## src/include/decode_defines.svh

```systemverilog
`ifndef DECODE_DEFINES_SVH
`define DECODE_DEFINES_SVH

`default_nettype none

// idle values, all fields zero
// expand inside a scope that imports decode_pkg

`define DECODER_RST_VAL decoder_t'('0)

`define FE_CTRL_RST_VAL fe_ctrl_t'('0)

`define CSR_CTRL_RST_VAL csr_ctrl_t'('0)

// x0 never gets written
`define RF_X0_ZERO 5'd0

`default_nettype wire

`endif

```

## src/hdl/decode_pkg.sv

```systemverilog
`default_nettype none

package decode_pkg;

    typedef logic [31:0] inst_t;
    typedef logic [31:0] addr_t;

    typedef enum logic [6:0] {
        OPC7_R_TYPE = 7'b011_0011,
        OPC7_I_TYPE = 7'b001_0011,
        OPC7_LOAD   = 7'b000_0011,
        OPC7_STORE  = 7'b010_0011,
        OPC7_BRANCH = 7'b110_0011,
        OPC7_JALR   = 7'b110_0111,
        OPC7_JAL    = 7'b110_1111,
        OPC7_LUI    = 7'b011_0111,
        OPC7_AUIPC  = 7'b001_0111,
        OPC7_SYSTEM = 7'b111_0011
    } opc7_t;

    // {funct7[5], funct3}
    typedef enum logic [3:0] {
        ALU_OP_ADD    = 4'b0000,
        ALU_OP_SLL    = 4'b0001,
        ALU_OP_SLT    = 4'b0010,
        ALU_OP_SLTU   = 4'b0011,
        ALU_OP_XOR    = 4'b0100,
        ALU_OP_SRL    = 4'b0101,
        ALU_OP_OR     = 4'b0110,
        ALU_OP_AND    = 4'b0111,
        ALU_OP_SUB    = 4'b1000,
        ALU_OP_SRA    = 4'b1101,
        ALU_OP_PASS_B = 4'b1111 // free slot, used by lui
    } alu_op_t;

    typedef enum logic { ALU_A_SEL_RS1, ALU_A_SEL_PC } alu_a_sel_t;
    typedef enum logic { ALU_B_SEL_RS2, ALU_B_SEL_IMM } alu_b_sel_t;

    typedef enum logic [2:0] {
        IG_DISABLED,
        IG_I_TYPE,
        IG_S_TYPE,
        IG_B_TYPE,
        IG_U_TYPE,
        IG_J_TYPE
    } ig_sel_t;

    typedef enum logic [1:0] { WB_SEL_ALU, WB_SEL_DMEM, WB_SEL_INC4, WB_SEL_CSR } wb_sel_t;
    typedef enum logic { PC_SEL_INC4, PC_SEL_ALU } pc_sel_t;

    // follows funct3[1:0]
    typedef enum logic [1:0] {
        CSR_OP_SEL_NONE,
        CSR_OP_SEL_ASSIGN,
        CSR_OP_SEL_SET,
        CSR_OP_SEL_CLEAR
    } csr_op_sel_t;

    typedef struct packed {
        logic        en;
        logic        we;
        logic        ui;
        csr_op_sel_t op_sel;
    } csr_ctrl_t;

    typedef struct packed {
        logic        load_inst;
        logic        store_inst;
        logic        branch_inst;
        logic        jump_inst;
        alu_op_t     alu_op_sel;
        alu_a_sel_t  alu_a_sel;
        alu_b_sel_t  alu_b_sel;
        ig_sel_t     ig_sel;
        logic        bc_uns;
        logic        dmem_en;
        logic        load_sm_en;
        wb_sel_t     wb_sel;
        logic        rd_we;
        csr_ctrl_t   csr_ctrl;
        logic [4:0]  rd_addr;
    } decoder_t;

    typedef struct packed {
        pc_sel_t pc_sel;
        logic    pc_we;
    } fe_ctrl_t;

    typedef struct packed {
        inst_t inst;
        addr_t pc;
    } fetch_item_t;

    typedef struct packed {
        decoder_t    decoded;
        fe_ctrl_t    fe_ctrl;
        logic [31:0] imm;
        addr_t       pc;
    } dec_item_t;

    typedef enum logic [1:0] { RST, STEADY, STALL_FLOW, STALL_IMEM } stall_state_t;

endpackage

`default_nettype wire

```

## src/hdl/credit_counter.sv

```systemverilog
`timescale 1ns/1ps
`default_nettype none

module credit_counter #(
    parameter int OUT_CREDITS = 2
) (
    input  logic clk,
    input  logic arst_n,
    input  logic spend,
    input  logic credit_return,
    output logic has_credit
);

    localparam int CW = $clog2(OUT_CREDITS + 1);

    logic [CW-1:0] credits;

    always_ff @(posedge clk or negedge arst_n) begin
        if (!arst_n) begin
            credits <= CW'(OUT_CREDITS); // full window after reset
        end else begin
            case ({spend, credit_return})
                2'b10:   credits <= credits - 1'b1;
                2'b01:   credits <= credits + 1'b1;
                default: ; // spend and return cancel
            endcase
        end
    end

    assign has_credit = (credits != '0);

endmodule

`default_nettype wire

```

## src/hdl/credit_fifo.sv

```systemverilog
`timescale 1ns/1ps
`default_nettype none

module credit_fifo #(
    parameter int  DEPTH = 4,
    parameter type T     = logic [31:0]
) (
    input  logic clk,
    input  logic arst_n,
    input  logic push,
    input  T     push_data,
    input  logic pop,
    output T     pop_data,
    output logic empty,
    output logic full
);

    localparam int AW = (DEPTH > 1) ? $clog2(DEPTH) : 1;
    localparam int CW = $clog2(DEPTH + 1);

    T              mem [DEPTH];
    logic [AW-1:0] wr_ptr;
    logic [AW-1:0] rd_ptr;
    logic [CW-1:0] count;
    logic          wr_en;
    logic          rd_en;

    assign wr_en = push && !full; // push into a full queue is lost
    assign rd_en = pop && !empty;

    always_ff @(posedge clk) begin
        if (wr_en) mem[wr_ptr] <= push_data;
    end

    always_ff @(posedge clk or negedge arst_n) begin
        if (!arst_n) begin
            wr_ptr <= '0;
            rd_ptr <= '0;
            count  <= '0;
        end else begin
            if (wr_en) wr_ptr <= (wr_ptr == AW'(DEPTH - 1)) ? '0 : wr_ptr + 1'b1;
            if (rd_en) rd_ptr <= (rd_ptr == AW'(DEPTH - 1)) ? '0 : rd_ptr + 1'b1;
            case ({wr_en, rd_en})
                2'b10:   count <= count + 1'b1;
                2'b01:   count <= count - 1'b1;
                default: ; // both or neither
            endcase
        end
    end

    assign pop_data = mem[rd_ptr]; // head, valid while not empty
    assign empty    = (count == '0);
    assign full     = (count == CW'(DEPTH));

endmodule

`default_nettype wire

```

## src/hdl/decode_stage.sv

```systemverilog
`timescale 1ns/1ps
`include "decode_defines.svh"
`default_nettype none

module decode_stage import decode_pkg::*; #(
    parameter int IN_DEPTH    = 4,
    parameter int OUT_DEPTH   = 2,
    parameter int OUT_CREDITS = 2
) (
    input  logic        clk,
    input  logic        arst_n,
    input  logic        in_valid,
    input  inst_t       in_inst,
    input  addr_t       in_pc,
    output logic        in_credit,
    output logic        out_valid,
    output decoder_t    out_decoded,
    output fe_ctrl_t    out_fe_ctrl,
    output logic [31:0] out_imm,
    output addr_t       out_pc,
    input  logic        out_credit_return
);

    fetch_item_t in_item;
    fetch_item_t in_head;
    dec_item_t   dec_item;
    dec_item_t   out_head;
    decoder_t    dec_decoded;
    fe_ctrl_t    dec_fe_ctrl;
    logic [31:0] dec_imm;
    logic        in_empty;
    logic        out_empty;
    logic        out_full;
    logic        dec_advance;
    logic        has_credit;

    assign in_item.inst = in_inst;
    assign in_item.pc   = in_pc;

    credit_fifo #(.DEPTH(IN_DEPTH), .T(fetch_item_t)) u_in_q (
        .clk       (clk),
        .arst_n    (arst_n),
        .push      (in_valid),
        .push_data (in_item),
        .pop       (dec_advance),
        .pop_data  (in_head),
        .empty     (in_empty),
        .full      ()
    );

    inst_decoder u_inst_decoder (
        .inst    (in_head.inst),
        .decoded (dec_decoded),
        .fe_ctrl (dec_fe_ctrl)
    );

    imm_gen u_imm_gen (
        .inst   (in_head.inst),
        .ig_sel (dec_decoded.ig_sel),
        .imm    (dec_imm)
    );

    decode_stall_fsm u_stall_fsm (
        .clk         (clk),
        .arst_n      (arst_n),
        .in_empty    (in_empty),
        .out_full    (out_full),
        .dec_advance (dec_advance),
        .stall_state ()
    );

    assign dec_item.decoded = dec_decoded;
    assign dec_item.fe_ctrl = dec_fe_ctrl;
    assign dec_item.imm     = dec_imm;
    assign dec_item.pc      = in_head.pc;

    // advance only fires with a free slot here
    credit_fifo #(.DEPTH(OUT_DEPTH), .T(dec_item_t)) u_out_q (
        .clk       (clk),
        .arst_n    (arst_n),
        .push      (dec_advance),
        .push_data (dec_item),
        .pop       (out_valid),
        .pop_data  (out_head),
        .empty     (out_empty),
        .full      (out_full)
    );

    credit_counter #(.OUT_CREDITS(OUT_CREDITS)) u_credit_counter (
        .clk           (clk),
        .arst_n        (arst_n),
        .spend         (out_valid),
        .credit_return (out_credit_return),
        .has_credit    (has_credit)
    );

    assign in_credit = dec_advance; // one credit per pop
    assign out_valid = !out_empty && has_credit;

    // idle control fields between items
    assign out_decoded = out_valid ? out_head.decoded : `DECODER_RST_VAL;
    assign out_fe_ctrl = out_valid ? out_head.fe_ctrl : `FE_CTRL_RST_VAL;
    assign out_imm     = out_head.imm;
    assign out_pc      = out_head.pc;

endmodule

`default_nettype wire

```

## src/hdl/decode_stall_fsm.sv

```systemverilog
`timescale 1ns/1ps
`default_nettype none

module decode_stall_fsm import decode_pkg::*; (
    input  logic         clk,
    input  logic         arst_n,
    input  logic         in_empty,
    input  logic         out_full,
    output logic         dec_advance,
    output stall_state_t stall_state
);

    stall_state_t next_state;

    always_comb begin
        case (stall_state)
            RST: next_state = STEADY;
            default: begin
                if (out_full) begin
                    next_state = STALL_FLOW; // downstream first
                end else if (in_empty) begin
                    next_state = STALL_IMEM;
                end else begin
                    next_state = STEADY;
                end
            end
        endcase
    end

    always_ff @(posedge clk or negedge arst_n) begin
        if (!arst_n) begin
            stall_state <= RST;
        end else begin
            stall_state <= next_state;
        end
    end

    // state lags the queues by one cycle, so recheck them here
    assign dec_advance = (stall_state == STEADY) && !in_empty && !out_full;

endmodule

`default_nettype wire

```

## src/hdl/imm_gen.sv

```systemverilog
`timescale 1ns/1ps
`default_nettype none

module imm_gen import decode_pkg::*; (
    input  inst_t       inst,
    input  ig_sel_t     ig_sel,
    output logic [31:0] imm
);

    logic sign;

    assign sign = inst[31];

    always_comb begin
        case (ig_sel)
            IG_I_TYPE: imm = {{20{sign}}, inst[31:20]};
            IG_S_TYPE: imm = {{20{sign}}, inst[31:25], inst[11:7]};
            IG_B_TYPE: begin
                // bit 0 always zero
                imm = {{19{sign}}, inst[31], inst[7], inst[30:25], inst[11:8], 1'b0};
            end
            IG_U_TYPE: imm = {inst[31:12], 12'b0};
            IG_J_TYPE: begin
                imm = {{11{sign}}, inst[31], inst[19:12], inst[20], inst[30:21], 1'b0};
            end
            default:   imm = '0; // disabled
        endcase
    end

endmodule

`default_nettype wire

```

## src/hdl/inst_decoder.sv

```systemverilog
`timescale 1ns/1ps
`include "decode_defines.svh"
`default_nettype none

module inst_decoder import decode_pkg::*; (
    input  inst_t    inst,
    output decoder_t decoded,
    output fe_ctrl_t fe_ctrl
);

    opc7_t      opc7;
    logic [2:0] fn3;
    logic       fn7_b5;
    logic [4:0] rs1_addr;
    logic [4:0] rd_addr;
    logic       rd_nz;
    logic       rs1_zero;

    assign opc7     = opc7_t'(inst[6:0]);
    assign fn3      = inst[14:12];
    assign fn7_b5   = inst[30];
    assign rs1_addr = inst[19:15];
    assign rd_addr  = inst[11:7];
    assign rd_nz    = (rd_addr != `RF_X0_ZERO);
    assign rs1_zero = (rs1_addr == `RF_X0_ZERO);

    always_comb begin
        // fields not named below stay zero
        decoded          = `DECODER_RST_VAL;
        fe_ctrl          = `FE_CTRL_RST_VAL;
        decoded.csr_ctrl = `CSR_CTRL_RST_VAL;

        case (opc7)
            OPC7_R_TYPE: begin
                decoded.alu_op_sel = alu_op_t'({fn7_b5, fn3});
                decoded.alu_a_sel  = ALU_A_SEL_RS1;
                decoded.alu_b_sel  = ALU_B_SEL_RS2;
                decoded.wb_sel     = WB_SEL_ALU;
            end
            OPC7_I_TYPE: begin
                decoded.alu_op_sel = (fn3[1:0] == 2'b01) ?
                    alu_op_t'({fn7_b5, fn3}) : // shift, srl vs sra
                    alu_op_t'({1'b0, fn3});
                decoded.alu_b_sel  = ALU_B_SEL_IMM;
                decoded.ig_sel     = IG_I_TYPE;
                decoded.wb_sel     = WB_SEL_ALU;
            end
            OPC7_LOAD: begin
                decoded.load_inst  = 1'b1;
                decoded.alu_op_sel = ALU_OP_ADD;
                decoded.alu_b_sel  = ALU_B_SEL_IMM;
                decoded.ig_sel     = IG_I_TYPE;
                decoded.dmem_en    = 1'b1;
                decoded.load_sm_en = 1'b1;
                decoded.wb_sel     = WB_SEL_DMEM;
            end
            OPC7_STORE: begin
                decoded.store_inst = 1'b1;
                decoded.alu_op_sel = ALU_OP_ADD;
                decoded.alu_b_sel  = ALU_B_SEL_IMM;
                decoded.ig_sel     = IG_S_TYPE;
                decoded.dmem_en    = 1'b1;
            end
            OPC7_BRANCH: begin
                decoded.branch_inst = 1'b1;
                decoded.alu_op_sel  = ALU_OP_ADD; // target = pc + imm
                decoded.alu_a_sel   = ALU_A_SEL_PC;
                decoded.alu_b_sel   = ALU_B_SEL_IMM;
                decoded.ig_sel      = IG_B_TYPE;
                decoded.bc_uns      = fn3[1]; // bltu, bgeu
            end
            OPC7_JALR: begin
                fe_ctrl.pc_sel     = PC_SEL_ALU;
                decoded.jump_inst  = 1'b1;
                decoded.alu_op_sel = ALU_OP_ADD;
                decoded.alu_b_sel  = ALU_B_SEL_IMM;
                decoded.ig_sel     = IG_I_TYPE;
                decoded.wb_sel     = WB_SEL_INC4;
            end
            OPC7_JAL: begin
                fe_ctrl.pc_sel     = PC_SEL_ALU;
                decoded.jump_inst  = 1'b1;
                decoded.alu_op_sel = ALU_OP_ADD;
                decoded.alu_a_sel  = ALU_A_SEL_PC;
                decoded.alu_b_sel  = ALU_B_SEL_IMM;
                decoded.ig_sel     = IG_J_TYPE;
                decoded.wb_sel     = WB_SEL_INC4;
            end
            OPC7_LUI: begin
                decoded.alu_op_sel = ALU_OP_PASS_B;
                decoded.alu_b_sel  = ALU_B_SEL_IMM;
                decoded.ig_sel     = IG_U_TYPE;
                decoded.wb_sel     = WB_SEL_ALU;
            end
            OPC7_AUIPC: begin
                decoded.alu_op_sel = ALU_OP_ADD;
                decoded.alu_a_sel  = ALU_A_SEL_PC;
                decoded.alu_b_sel  = ALU_B_SEL_IMM;
                decoded.ig_sel     = IG_U_TYPE;
                decoded.wb_sel     = WB_SEL_ALU;
            end
            OPC7_SYSTEM: begin
                // csrrw with rs1 = x0 still writes but skips the read side
                decoded.csr_ctrl.en =
                    !((fn3[1:0] == CSR_OP_SEL_ASSIGN) && rs1_zero);
                decoded.csr_ctrl.we =
                    !(((fn3[1:0] == CSR_OP_SEL_SET) || (fn3[1:0] == CSR_OP_SEL_CLEAR))
                      && rs1_zero);
                decoded.csr_ctrl.ui     = fn3[2]; // zimm in rs1 field
                decoded.csr_ctrl.op_sel = csr_op_sel_t'(fn3[1:0]);
                decoded.alu_a_sel       = ALU_A_SEL_RS1;
                decoded.wb_sel          = WB_SEL_CSR;
            end
            default: ;
        endcase

        if (opc7 inside {OPC7_R_TYPE, OPC7_I_TYPE, OPC7_LOAD, OPC7_JALR, OPC7_JAL,
                         OPC7_LUI, OPC7_AUIPC, OPC7_SYSTEM}) begin
            decoded.rd_we   = rd_nz;
            decoded.rd_addr = rd_addr; // only for classes with a destination
        end
        if (opc7 inside {OPC7_R_TYPE, OPC7_I_TYPE, OPC7_LOAD, OPC7_STORE, OPC7_BRANCH,
                         OPC7_JALR, OPC7_JAL, OPC7_LUI, OPC7_AUIPC, OPC7_SYSTEM}) begin
            fe_ctrl.pc_we = 1'b1;
        end
    end

endmodule

`default_nettype wire

```

## config.mk

```make
export PLATFORM = sky130hd
export DESIGN_NAME = decode_stage
export DESIGN_NICKNAME = d
export VERILOG_FILES = /design/src/hdl/decode_pkg.sv /design/src/hdl/credit_counter.sv /design/src/hdl/credit_fifo.sv /design/src/hdl/decode_stage.sv /design/src/hdl/decode_stall_fsm.sv /design/src/hdl/imm_gen.sv /design/src/hdl/inst_decoder.sv
export VERILOG_INCLUDE_DIRS = /design/src /design/src/include
export SDC_FILE = /design/constraint.sdc
export NUM_CORES = 1
export LEC_CHECK = 0
export ABC_AREA = 1
export BUFFER_PORTS_ARGS = -buffer_cell sky130_fd_sc_hd__buf_4
export CORE_MARGIN = 1.5
export CORE_UTILIZATION = 55
export DETAILED_ROUTE_END_ITERATION = 6
export MAX_ROUTING_LAYER = met4
export PLACE_DENSITY_LB_ADDON = 0.08
export SLEW_MARGIN = 5
export SYNTH_ARGS = -nofsm -noshare
export SYNTH_HDL_FRONTEND = slang
export SYNTH_SLANG_ARGS = --single-unit
```

## constraint.sdc

```tcl
create_clock -name clk -period 9.8 [get_ports clk]
set_clock_uncertainty 0.1 [all_clocks]
set_input_delay 0.98 -clock clk [delete_from_list [all_inputs] [get_ports clk]]
set_output_delay 0.98 -clock clk [all_outputs]
set_load 0.05 [all_outputs]
```

==> reports/summary.log <==
qor: route.wirelength 38300 um
qor: route.drt-wirelength-per-cell 18.7 um
qor: setup_path.cp_max_fo 61
qor: floorplanning.rows 66
qor: setup_path.start_kind flip-flop
qor: clock_network.worst_skew_pair.late_latency 540 ps
qor: clock_network.clk_transition_reported_paths 60 ps
qor: placement.weighted_congestion_at_the_end_of_routability_driven_global_placement 0.786
qor: synthesis.synth_edf_count 442
qor: layout.post_route_cells_drive_above_1_share 0.190
qor: timing.timing.final.max_slew_violations 0
qor: setup_path.critical_path_required 8720 ps
qor: clock_network.cts-buffers-inserted 45
qor: global_routing.grt_pass1_vias 10500
qor: clock_network.cts-htree-levels 2
qor: global_routing.grt_start_max_net_pins 76
qor: clock_network.cts_sink_count 457
qor: synthesis.yosys.cell_types.count 41
qor: timing.fmax 0.225 GHz
qor: route.route.vias.total 11000
qor: global_routing.global_route.overflow_total 0
qor: synthesis.post_synth_inst_count 1414
qor: setup_path.timing.critical_path.to_type output port
qor: timing.report.final.setup_viol 0
qor: route.drt-pass1-iter-count 5
qor: setup_path.critical_setup_path_kind reg -> out
qor: route.first_iter_violations 875
qor: placement.place_area 19700 um2
qor: clock_network.buffer_count_from_post_cts_setup_fixing 0
qor: clock_network.tritoncts yes
qor: synthesis.synth.cell_area 18100 um2
qor: worst_hold_path.holdCritPathClass in -> async
qor: floorplanning.die-height 185 um
qor: clock_network.post_cts_sizing 0
qor: global_routing.grt_util_overall 0.234
qor: placement.final_hpwl_from_detailed_placement 22000 um
qor: layout.postLayoutCellArea 21200 um2
qor: floorplanning.die_w 185 um
qor: timing.final_tns_setup 0 ps
qor: layout.net_count_of_the_finished_layout 1642
qor: synthesis.post_syn_nets 1491
qor: timing.final_min_period_over_clock_period 0.453
qor: placement.io_buffers 164
qor: timing.slew-limit-headroom 0.262
qor: timing.period_minus_slack 4440 ps
qor: synthesis.synth_sequential_area_ratio 0.752
qor: route.ant_nets 0
qor: status.run_status finished clean
qor: clock_network.ctsRootBufferMaster sky130_fd_sc_hd__clkbuf_16
qor: timing.timing.hold.ws 194 ps
qor: synthesis.yosys_register_bits 457
qor: floorplanning.floorplan.die_area 34100 um2
qor: synthesis.yosys_warnings 0
qor: flow_run.maxCapViolCount 0
qor: global_routing.initial_antenna_violation_count 1
qor: synthesis.syn_area_per_cell 12.8 um2
qor: floorplanning.placeable_core_area 32500 um2
qor: timing.rsz0062_at_grt false
qor: route.detail_route.vias_per_cell 5.40
qor: setup_path.timing.critical_path.arrival 3360 ps
qor: synthesis.dominantRegCellSynth sky130_fd_sc_hd__edfxtp_1
qor: clock_network.max-clock-path-buffers 3
qor: global_routing.global_route_wire_length_before_repair 58600 um
qor: layout.signed_area_change_from_the_synthesized_netlist_to_the_final_layout 16.9%
qor: route.drc_violations_left 0
qor: timing.hold_viol_final 0
qor: clock_network.post_cts_hold_buffer_count 0
qor: floorplanning.initial_core_util 0.558
qor: timing.max_slew.worst_pin.slew 1100 ps
qor: synthesis.synth-async-reset-ratio 0.0328
qor: floorplanning.io_pins 165
sequential cells by signal (all words and copies together), names as in the netlist:
register,count
u_credit_counter.credits,2
u_out_q.mem,186
u_out_q.wr_ptr,1
u_in_q.rd_ptr,2
u_out_q.count,2
u_stall_fsm.stall_state,2
u_out_q.rd_ptr,1
u_in_q.wr_ptr,2
u_in_q.mem,256
u_in_q.count,3
path summary, 6_finish.rpt:
check	cells after the start	slack [ps]	startpoint	endpoint
max	5	5360	u_out_q.rd_ptr	out_decoded[19]
min	1	190	arst_n	u_in_q.rd_ptr[1]
max reg2reg	10	5830	u_in_q.rd_ptr[0]	u_out_q.mem[1][59]
min reg2reg	1	410	u_stall_fsm.stall_state[0]	u_stall_fsm.stall_state[0]
max in group asynchronous	1	9150	arst_n	u_credit_counter.credits[1]
min in group clk	1	410	u_stall_fsm.stall_state[0]	u_stall_fsm.stall_state[0]
layer usage:
layer	up-vias	global-route usage	wire length [um]
met1	5369	0.303	16200
met5	-	-	0
met3	57	0.0399	2330
li1	5308	-	-
met2	309	0.386	19000
met4	0	0.0647	766
logic make-up after synthesis:
logic type,Yosys count,synth area share
buffers and inverters,117,0.0301
AOI/OAI and AO/OA,233,0.0726
xor gates and xnor gates,8,0.00386
DFF,457,0.752
and+or+nand+nor,590,0.134
adders and majority gates,9,0.00662
synth_stat cells (all sizes together), types with 2 or more instances:
| library cell | count | area, um2 |
|---|---|---|
| nand3 | 44 | 283 |
| o211ai | 4 | 30.0 |
| o22ai | 40 | 256 |
| a32o | 2 | 20.0 |
| o21ai | 111 | 597 |
| a22oi | 6 | 45.0 |
| ha | 8 | 100 |
| xnor2 | 4 | 35.0 |
| inv | 43 | 169 |
| buf | 37 | 239 |
| edfxtp | 442 | 13300 |
| o22a | 3 | 26.3 |
| xor2 | 4 | 35.0 |
| nand2 | 422 | 1640 |
| nand4 | 9 | 56.3 |
| dfrtp | 14 | 350 |
| nor2 | 114 | 455 |
| a21oi | 64 | 320 |
| clkbuf | 37 | 139 |
layout by cell type (no fill, tap or decap), drive strengths merged:
master	synthesis	routed
edfxtp	442	442
nand2	422	422
buf	37	178
nor2	114	114
o21ai	111	111
a21oi	64	64
clkbuf	37	63
nand3	44	44
inv	43	43
o22ai	40	40
clkinv	0	15
dfrtp	14	14
nand4	9	9
ha	8	8
a22oi	6	6
xnor2	4	4
xor2	4	4
o211ai	4	4
bufinv	0	4
o22a	3	3
diode	0	2
a32o	2	2
a31oi	1	1
nand3b	1	1
a32oi	1	1
o31ai	1	1
fa	1	1
clkinvlp	0	1
dfstp	1	1
critical path: stages, from the launching register on:
cell and delay [ps]:
sky130_fd_sc_hd__dfrtp_4 870, sky130_fd_sc_hd__clkinv_2 760, sky130_fd_sc_hd__buf_4 570, sky130_fd_sc_hd__nand2_1 140, sky130_fd_sc_hd__a21oi_1 110, sky130_fd_sc_hd__buf_4 260
per-stage QoR:
stage,std cells,utilization,setup slack (ps)
finish,2045,0.652,5360
CTS,2043,0.652,5300
global route,2044,0.652,5170
global placement,1960,0.606,5850
floorplan,1414,-,4390
detailed placement,1960,0.606,5820
cell type report:
type                            instances  area (um2)
Antenna cell                            2        5.00
Clock buffer                           63        1280
Clock inverter                         20         196
Fill cell                            2432       11300
Inverter                               43         170
Multi-Input combinational cell        840        4010
Sequential cell                       457       13700
Tap cell                              442         553
Timing Repair Buffer                  178        1340
Power is not shown: default switching activity piles up to over one toggle a cycle in this logic, so the estimate is an artifact.
